[src/lsu_pkg.sv]
// ---------------------------------------
// Load/store unit package
//   Data, address and tag widths
//   Load and store queue depths
//   Shared word typedefs
//   Memory arbiter grant encoding
// ---------------------------------------

package lsu_pkg;

    // Datapath widths
    localparam int DATA_W = 32;
    localparam int ADDR_W = 32;
    localparam int TAG_W  = 6;

    // Queue depths, both must be powers of two so pointers wrap on their own
    localparam int LQ_DEPTH = 4;
    localparam int SQ_DEPTH = 4;

    // Queue pointer widths
    localparam int LQ_IDX_W = $clog2(LQ_DEPTH);
    localparam int SQ_IDX_W = $clog2(SQ_DEPTH);

    typedef logic [DATA_W-1:0] data_t;
    typedef logic [ADDR_W-1:0] addr_t;
    typedef logic [TAG_W-1:0]  tag_t;

    // Winner of the shared memory port in one cycle
    typedef enum logic [1:0] {
        GNT_NONE  = 2'd0,
        GNT_STORE = 2'd1,
        GNT_LOAD  = 2'd2
    } grant_e;

endpackage

[src/lsq_if.sv]
// ---------------------------------------
// Load queue to store queue link
//   Forwarding lookup for the oldest load
//   Load ordering status for store commit
// ---------------------------------------

interface lsq_if
    import lsu_pkg::*;
();

    // Forwarding lookup, answered in the same cycle
    addr_t fwd_addr;
    tag_t  fwd_tag;
    logic  fwd_hit;
    data_t fwd_data;

    // Any load queued, and the tag of the oldest one
    logic  ld_pending;
    tag_t  ld_oldest_tag;

    modport lq (
        output fwd_addr,
        output fwd_tag,
        output ld_pending,
        output ld_oldest_tag,
        input  fwd_hit,
        input  fwd_data
    );

    modport sq (
        input  fwd_addr,
        input  fwd_tag,
        input  ld_pending,
        input  ld_oldest_tag,
        output fwd_hit,
        output fwd_data
    );

endinterface

[src/mem_req_if.sv]
// ---------------------------------------
// Queue to memory arbiter request link
//   Request held until granted
//   Read data valid in the grant cycle
// ---------------------------------------

interface mem_req_if
    import lsu_pkg::*;
();

    logic  req;
    logic  we;
    addr_t addr;
    data_t wdata;
    logic  gnt;
    data_t rdata;

    modport client (
        output req,
        output we,
        output addr,
        output wdata,
        input  gnt,
        input  rdata
    );

    modport arbiter (
        input  req,
        input  we,
        input  addr,
        input  wdata,
        output gnt,
        output rdata
    );

endinterface

[src/load_queue.sv]
// ---------------------------------------
// Load queue
//   Circular buffer of load address and tag
//   Forwarding lookup for the head load
//   Memory read request on a forward miss
//   Registered load result
// ---------------------------------------

module load_queue
    import lsu_pkg::*;
(
    input  logic      clk,
    input  logic      rst,
    input  logic      disp_valid_i,
    input  logic      disp_store_i,
    input  addr_t     disp_addr_i,
    input  tag_t      disp_tag_i,
    lsq_if.lq         lq,
    mem_req_if.client mem,
    output logic      lq_full_o,
    output logic      ld_valid_o,
    output tag_t      ld_tag_o,
    output data_t     ld_data_o
);

    // Entry storage, payload only
    addr_t lq_addr [LQ_DEPTH];
    tag_t  lq_tag  [LQ_DEPTH];

    logic [LQ_DEPTH-1:0] lq_valid;
    logic [LQ_IDX_W-1:0] lq_head;
    logic [LQ_IDX_W-1:0] lq_tail;

    logic ld_push;
    logic ld_pop;
    logic head_valid;

    assign ld_push    = disp_valid_i && !disp_store_i;
    assign head_valid = lq_valid[lq_head];
    assign lq_full_o  = lq_valid[lq_tail];

    // ---------------------------------------
    // Head load service
    // ---------------------------------------

    // The head is always the oldest load, so it is also the lookup key
    assign lq.fwd_addr      = lq_addr[lq_head];
    assign lq.fwd_tag       = lq_tag[lq_head];
    assign lq.ld_pending    = |lq_valid;
    assign lq.ld_oldest_tag = lq_tag[lq_head];

    // Go to memory only when no older store can supply the data
    assign mem.req   = head_valid && !lq.fwd_hit;
    assign mem.we    = 1'b0;
    assign mem.addr  = lq_addr[lq_head];
    assign mem.wdata = '0;

    assign ld_pop = head_valid && (lq.fwd_hit || mem.gnt);

    // ---------------------------------------
    // Pointers and valid bits
    // ---------------------------------------
    always_ff @(posedge clk or negedge rst) begin
        if (!rst) begin
            lq_valid <= '0;
            lq_head  <= '0;
            lq_tail  <= '0;
        end else begin
            if (ld_push) begin
                lq_valid[lq_tail] <= 1'b1;
                lq_tail           <= lq_tail + 1'b1;
            end
            if (ld_pop) begin
                lq_valid[lq_head] <= 1'b0;
                lq_head           <= lq_head + 1'b1;
            end
        end
    end

    always_ff @(posedge clk) begin
        if (ld_push) begin
            lq_addr[lq_tail] <= disp_addr_i;
            lq_tag[lq_tail]  <= disp_tag_i;
        end
    end

    // Result register, one load answered per cycle
    always_ff @(posedge clk or negedge rst) begin
        if (!rst) begin
            ld_valid_o <= 1'b0;
        end else begin
            ld_valid_o <= ld_pop;
        end
    end

    always_ff @(posedge clk) begin
        if (ld_pop) begin
            ld_tag_o  <= lq_tag[lq_head];
            ld_data_o <= lq.fwd_hit ? lq.fwd_data : mem.rdata;
        end
    end

    // Dispatch must not target a full load queue
    a_no_load_overflow: assert property (
        @(posedge clk) disable iff (!rst)
        ld_push |-> !lq_full_o
    );

endmodule

[src/store_queue.sv]
// ---------------------------------------
// Store queue
//   Circular buffer of store entries
//   Youngest older store forwarding match
//   Commit check against ROB head and loads
//   Store acknowledge at enqueue
// ---------------------------------------

module store_queue
    import lsu_pkg::*;
(
    input  logic      clk,
    input  logic      rst,
    input  logic      disp_valid_i,
    input  logic      disp_store_i,
    input  addr_t     disp_addr_i,
    input  data_t     disp_data_i,
    input  tag_t      disp_tag_i,
    input  tag_t      rob_head_i,
    lsq_if.sq         sq,
    mem_req_if.client mem,
    output logic      sq_full_o,
    output logic      st_ack_o,
    output tag_t      st_ack_tag_o
);

    addr_t sq_addr [SQ_DEPTH];
    data_t sq_data [SQ_DEPTH];
    tag_t  sq_tag  [SQ_DEPTH];

    logic [SQ_DEPTH-1:0] sq_valid;
    logic [SQ_IDX_W-1:0] sq_head;
    logic [SQ_IDX_W-1:0] sq_tail;

    logic st_push;
    logic st_pop;
    logic head_valid;
    logic older_load;
    tag_t fwd_best_tag;

    assign st_push    = disp_valid_i && disp_store_i;
    assign head_valid = sq_valid[sq_head];
    assign sq_full_o  = sq_valid[sq_tail];

    // ---------------------------------------
    // Forwarding search
    // ---------------------------------------

    // Among older stores to the load's address, keep the one with the largest tag
    always_comb begin
        sq.fwd_hit   = 1'b0;
        sq.fwd_data  = '0;
        fwd_best_tag = '0;
        for (int i = 0; i < SQ_DEPTH; i++) begin
            if (sq_valid[i] && (sq_tag[i] < sq.fwd_tag) && (sq_addr[i] == sq.fwd_addr)) begin
                if (!sq.fwd_hit || (sq_tag[i] > fwd_best_tag)) begin
                    sq.fwd_hit   = 1'b1;
                    sq.fwd_data  = sq_data[i];
                    fwd_best_tag = sq_tag[i];
                end
            end
        end
    end

    // ---------------------------------------
    // Commit and write
    // ---------------------------------------

    // An unanswered older load must read memory before this store lands
    assign older_load = sq.ld_pending && (sq.ld_oldest_tag < sq_tag[sq_head]);

    assign mem.req   = head_valid && (sq_tag[sq_head] == rob_head_i) && !older_load;
    assign mem.we    = 1'b1;
    assign mem.addr  = sq_addr[sq_head];
    assign mem.wdata = sq_data[sq_head];

    assign st_pop = mem.req && mem.gnt;

    always_ff @(posedge clk or negedge rst) begin
        if (!rst) begin
            sq_valid <= '0;
            sq_head  <= '0;
            sq_tail  <= '0;
            st_ack_o <= 1'b0;
        end else begin
            st_ack_o <= st_push;
            if (st_push) begin
                sq_valid[sq_tail] <= 1'b1;
                sq_tail           <= sq_tail + 1'b1;
            end
            if (st_pop) begin
                sq_valid[sq_head] <= 1'b0;
                sq_head           <= sq_head + 1'b1;
            end
        end
    end

    always_ff @(posedge clk) begin
        if (st_push) begin
            sq_addr[sq_tail] <= disp_addr_i;
            sq_data[sq_tail] <= disp_data_i;
            sq_tag[sq_tail]  <= disp_tag_i;
            st_ack_tag_o     <= disp_tag_i;
        end
    end

    a_no_store_overflow: assert property (
        @(posedge clk) disable iff (!rst)
        st_push |-> !sq_full_o
    );

    // Load queue status and store write must agree on program order
    a_store_after_older_loads: assert property (
        @(posedge clk) disable iff (!rst)
        mem.req |-> !(sq.ld_pending && (sq.ld_oldest_tag < sq_tag[sq_head]))
    );

endmodule

[src/mem_arbiter.sv]
// ---------------------------------------
// Memory port arbiter
//   Store over load priority
//   External port mux and read return
// ---------------------------------------

module mem_arbiter
    import lsu_pkg::*;
(
    input  logic        clk,
    input  logic        rst,
    mem_req_if.arbiter  st,
    mem_req_if.arbiter  ld,
    output logic        mem_req_o,
    output logic        mem_we_o,
    output addr_t       mem_addr_o,
    output data_t       mem_wdata_o,
    input  data_t       mem_rdata_i
);

    grant_e gnt_sel;

    // A committing store frees a ROB slot, so it goes first
    always_comb begin
        if (st.req) begin
            gnt_sel = GNT_STORE;
        end else if (ld.req) begin
            gnt_sel = GNT_LOAD;
        end else begin
            gnt_sel = GNT_NONE;
        end
    end

    assign st.gnt = (gnt_sel == GNT_STORE);
    assign ld.gnt = (gnt_sel == GNT_LOAD);

    assign mem_req_o   = (gnt_sel != GNT_NONE);
    assign mem_we_o    = st.gnt ? st.we : ld.we;
    assign mem_addr_o  = st.gnt ? st.addr : ld.addr;
    assign mem_wdata_o = st.gnt ? st.wdata : ld.wdata;

    // Combinational read, returned to both sides
    assign st.rdata = mem_rdata_i;
    assign ld.rdata = mem_rdata_i;

    a_one_grant: assert property (
        @(posedge clk) disable iff (!rst)
        !(st.gnt && ld.gnt)
    );

    // Load side holds its request while stores win
    a_load_req_held: assert property (
        @(posedge clk) disable iff (!rst)
        (ld.req && !ld.gnt) |=> ld.req
    );

endmodule

[src/lsu_top.sv]
// ---------------------------------------
// Load/store unit top level
//   Load queue, store queue, memory arbiter
//   Plain ports to interface wiring
// ---------------------------------------

module lsu_top
    import lsu_pkg::*;
(
    input  logic  clk,
    input  logic  rst,

    // Dispatch, one operation per cycle
    input  logic  disp_valid_i,
    input  logic  disp_store_i,
    input  addr_t disp_addr_i,
    input  data_t disp_data_i,
    input  tag_t  disp_tag_i,

    input  tag_t  rob_head_i,

    output logic  lq_full_o,
    output logic  sq_full_o,

    output logic  st_ack_o,
    output tag_t  st_ack_tag_o,

    output logic  ld_valid_o,
    output tag_t  ld_tag_o,
    output data_t ld_data_o,

    // Data memory port
    output logic  mem_req_o,
    output logic  mem_we_o,
    output addr_t mem_addr_o,
    output data_t mem_wdata_o,
    input  data_t mem_rdata_i
);

    lsq_if     lsq_bus ();
    mem_req_if st_mem ();
    mem_req_if ld_mem ();

    load_queue i_load_queue (
        .clk          (clk),
        .rst          (rst),
        .disp_valid_i (disp_valid_i),
        .disp_store_i (disp_store_i),
        .disp_addr_i  (disp_addr_i),
        .disp_tag_i   (disp_tag_i),
        .lq           (lsq_bus.lq),
        .mem          (ld_mem.client),
        .lq_full_o    (lq_full_o),
        .ld_valid_o   (ld_valid_o),
        .ld_tag_o     (ld_tag_o),
        .ld_data_o    (ld_data_o)
    );

    store_queue i_store_queue (
        .clk          (clk),
        .rst          (rst),
        .disp_valid_i (disp_valid_i),
        .disp_store_i (disp_store_i),
        .disp_addr_i  (disp_addr_i),
        .disp_data_i  (disp_data_i),
        .disp_tag_i   (disp_tag_i),
        .rob_head_i   (rob_head_i),
        .sq           (lsq_bus.sq),
        .mem          (st_mem.client),
        .sq_full_o    (sq_full_o),
        .st_ack_o     (st_ack_o),
        .st_ack_tag_o (st_ack_tag_o)
    );

    mem_arbiter i_mem_arbiter (
        .clk         (clk),
        .rst         (rst),
        .st          (st_mem.arbiter),
        .ld          (ld_mem.arbiter),
        .mem_req_o   (mem_req_o),
        .mem_we_o    (mem_we_o),
        .mem_addr_o  (mem_addr_o),
        .mem_wdata_o (mem_wdata_o),
        .mem_rdata_i (mem_rdata_i)
    );

endmodule

[config.mk]
export PLATFORM = sky130hd
export DESIGN_NAME = lsu_top
export DESIGN_NICKNAME = d
export VERILOG_FILES = /design/src/lsu_pkg.sv /design/src/lsq_if.sv /design/src/mem_req_if.sv /design/src/load_queue.sv /design/src/store_queue.sv /design/src/mem_arbiter.sv /design/src/lsu_top.sv
export SDC_FILE = /design/constraint.sdc
export NUM_CORES = 1
export LEC_CHECK = 0
export BUFFER_PORTS_ARGS = -buffer_cell sky130_fd_sc_hd__buf_2
export CAP_MARGIN = 5
export CORE_UTILIZATION = 60
export CTS_CLUSTER_SIZE = 24
export DETAILED_ROUTE_END_ITERATION = 10
export MAX_ROUTING_LAYER = met4
export PLACE_DENSITY = 0.8
export SLEW_MARGIN = 30
export SYNTH_ARGS = -nofsm -noshare
export SYNTH_HDL_FRONTEND = slang
export SYNTH_SLANG_ARGS = --single-unit
[constraint.sdc]
create_clock -name clk -period 19.45 [get_ports clk]
set_clock_uncertainty 0.1 [all_clocks]
set_input_delay 0.9725 -clock clk [delete_from_list [all_inputs] [get_ports clk]]
set_output_delay 0.9725 -clock clk [all_outputs]
set_load 0.005 [all_outputs]
==> summary.md <==
| Metric | Value |
|---|---|
| Gate Count Post-Synth | 1435 |
| Die ar. | 40000 sq um |
| First-pass GRT wire length | 92100 microns |
| Setup Fix Bufs, Post-CTS | 0 |
| Post-route ant nets | 0 |
| Worst-Skew Late Latency | 600 ps |
| NumNets Final | 1844 |
| Hold Vio Cnt, Final | 0 |
| Met1 Use GR | 46.1% |
| Outcome | finished clean |
| DRT Wirelength | 63900 microns |
| CP endpoint kind | flip-flop |
| Crit-path slowest cell | dfrtp_4 |
| Hold crit path type | primary input to asynchronous set/reset pin |
| Met3 Use GR | 4.25% |
| Post-synth top area share | 60.8% |
| Post-synth EDFFs | 476 |
| DIE WIDTH | 200 microns |
| Area of the multi-input gates | 8380 sq um |
| Largest net degree at the start of global routing | 58 |
| Warnings, synthesis | 0 |
| Lkg Pwr | 0.00918 uW |
| Resized cells post-CTS | 0 |
| H-Tree Depth | 2 |
| Post-synth top flop | edfxtp_1 |
| Initial core utilization | 60.8% |
| Vias in the first global route | 14200 |
| Critical Path AT | 10850 ps |
| Hold WS | 221 ps |
| Critical path required time | 19680 ps |
| DPL Wire Length | 42500 microns |
| RePlAce Congestion | 0.974 |
| Tot GR Track Use | 33.2% |
| Fin crit share | 54.6% |
| Slew Viols, Final | 0 |
| Wire length per cell | 28.5 microns |
| RSZ-0062 raised after global routing | no |
| Number of fill cells | 2463 |
| Port Buf Inserts | 225 |
| Residual DRC count | 0 |
| Register area share after synthesis | 62.8% |
| CTS root buf | clkbuf_16 |
| VDD IR max | 0.112 mV |
| Net Count, Synth | 1606 |
| Post-Syn Area | 23500 sq um |
| Setup TNS | 0 ps |
| Slew headroom | 34.6% |
| DR iter-0 viols | 1480 |
| Cts bufs inserted | 51 |
| PwrDens | 139 nW/um^2 |
| Post-synthesis async set-or-reset flop share | 3.64% |
| FF/Latch Area | 14800 sq um |
| # clock sinks | 494 |
| IO Count | 226 |
| Initial antenna violation count | 4 |
| Reg clk slew, reported paths | 60 ps |
| Via Count | 14700 |
| Seq cells post-synth | 494 |
| Core Region | 38600 sq um |
| CP startpoint kind | flip-flop |
| Post-synth top area cell | edfxtp_1 |
| M2 GR Usage | 51.9% |
| Critical path class | flip-flop to flip-flop |
| Hold_buf cts | 0 |
| Die Y | 200 microns |
| Max cap viols | 0 |
| Share of cells above drive strength 1 | 29.0% |
| Avg Inst Size Synth | 16.4 sq um |
| Slew @ Worst Pin | 981 ps |
| Detailed Routing Iterations Pass 1 | 7 |
| Synth top area cells | edfxtp_1 (61%), mux4_2 (11%), xnor2_1 (4.7%) |
| Post-DR vias/cell | 6.56 |
| CP dominant cell by count | o21a_1 |
| Origin of the critical flop-to-flop path | i_load_queue.lq_head[0]$_DFFE_PN0P_ |
| Commonest non-fill, non-tap cell in the layout | edfxtp_1 |
| Min Tclk post-route | 10610 ps |
| CTS Buffer Depth | 3 |
| CP peak stage delay | 690 ps |
| Standard-cell rows | 72 |
| Final setup viols | 0 |
| Setup crit start | i_load_queue.lq_head[0]$_DFFE_PN0P_ |
| GRT Residual Overflow | 0 |
| Crit-path max FO | 50 |
| CTS tree | done |
| Synth-to-Final Area Change | 14.6% |
| Synth unique cells | 69 |
| Peak Freq | 0.0942 GHz |
| Grt peak-use layer | met2 |
| Most frequent cells in the layout | edfxtp_1 (476), buf_2 (225), xnor2_1 (127) |
==> where the power goes <==
part / switching [uW] / internal, uW / total (uW)
sequential: 121 / 1350 / 1470
clock: 411 / 563 / 975
combinational: 759 / 547 / 1310
total: 1290 / 2460 / 3750
==> final cells by class <==
type                       count  share of cell area [%]
multi-input combinational    839                    31.1
inverter                      40                   0.558
timing repair buffer         247                    4.84
clock inverter                25                    1.12
sequential                   494                    54.8
tap                          518                    2.41
antenna                        6                  0.0558
clock buffer                  69                    5.07
==> state kept, by name, summed over array words and instances (netlist names) <==
name	cells
i_load_queue.lq_addr	128
i_store_queue.sq_addr	128
i_store_queue.sq_data	128
i_load_queue.ld_data_o	32
i_load_queue.lq_tag	24
i_store_queue.sq_tag	24
i_load_queue.ld_tag_o	6
i_store_queue.st_ack_tag_o	6
i_load_queue.lq_valid	4
i_store_queue.sq_valid	4
i_load_queue.lq_head	2
i_load_queue.lq_tail	2
i_store_queue.sq_head	2
i_store_queue.sq_tail	2
i_load_queue.ld_valid_o	1
i_store_queue.st_ack_o	1
==> kinds of logic after synthesis <==
logic type	count (synthesis)	share of synthesized area (%)
compound gates	193	5.88
xor+xnor	136	5.07
fa+ha+maj	59	3.14
buf+inv	102	1.88
flops	494	62.8
mux	222	15.6
simple gates	229	5.66
==> final timing paths <==
path / cells after the start / slack [ps] / to
worst min register to register: 2 / 480 / i_load_queue.ld_data_o[19]$_DFFE_PP_
worst min-delay path: 1 / 220 / i_store_queue.st_ack_o$_DFF_PN0_
min in group clk: 1 / 480 / i_store_queue.sq_data[3][12]$_DFFE_PP_
max in group asynchronous: 1 / 18660 / i_load_queue.lq_head[1]$_DFFE_PN0P_
worst max-delay path: 36 / 8840 / i_load_queue.ld_data_o[22]$_DFFE_PP_
worst max register to register: 36 / 8840 / i_load_queue.ld_data_o[22]$_DFFE_PP_
==> routing by layer <==
metal  up-vias  part of all wire (%)
li1       6261                     -
met1      7448                    39
met2       870                    50
met3       100                   9.3
met4         0                   2.3
met5         -                     0
==> Yosys cell counts (all sizes together), types with 3 or more instances <==
cell type	count
o22ai	8
or2	3
xor2	9
a22oi	34
nand3	19
mux4	111
xnor2	127
inv	40
mux2	45
nor4	13
edfxtp	476
nor2b	40
nand2b	9
dfrtp	18
o21a	6
o21ai	52
a21o	3
buf	30
and3	12
nand2	30
nor2	20
a22o	33
and2	7
clkbuf	32
nor3b	3
a31oi	6
nand4b	4
or4	4
nand4	51
a211oi	3
a21oi	11
ha	59
mux2i	66
nor3	7
a2bb2oi	9
a221o	3
==> critical path: cells and delay by family, from the launching register on <==
| family | cells | cell delay [ps] |
|---|---|---|
| and+or+nand+nor | 9 | 2390 |
| xor gates and xnor gates | 1 | 490 |
| adders and majority gates | 3 | 910 |
| DFF | 1 | 690 |
| AOI/OAI and AO/OA | 19 | 3620 |
| muxes | 2 | 1070 |
| buffers and inverters | 2 | 990 |
==> stage by stage <==
step	cells	utilization, %	power [uW]	worst slack, ps	instance area [sq um]
global placement	2137	65.2	2750	8920	25200
floorplan	1435	-	2290	10250	23500
finish	2238	69.7	3750	8840	26900
global route	2236	69.6	3890	8280	26900
CTS	2231	69.6	3740	9030	26900
detailed placement	2137	65.3	2770	9040	25200
(Power assumes the default switching activity.)
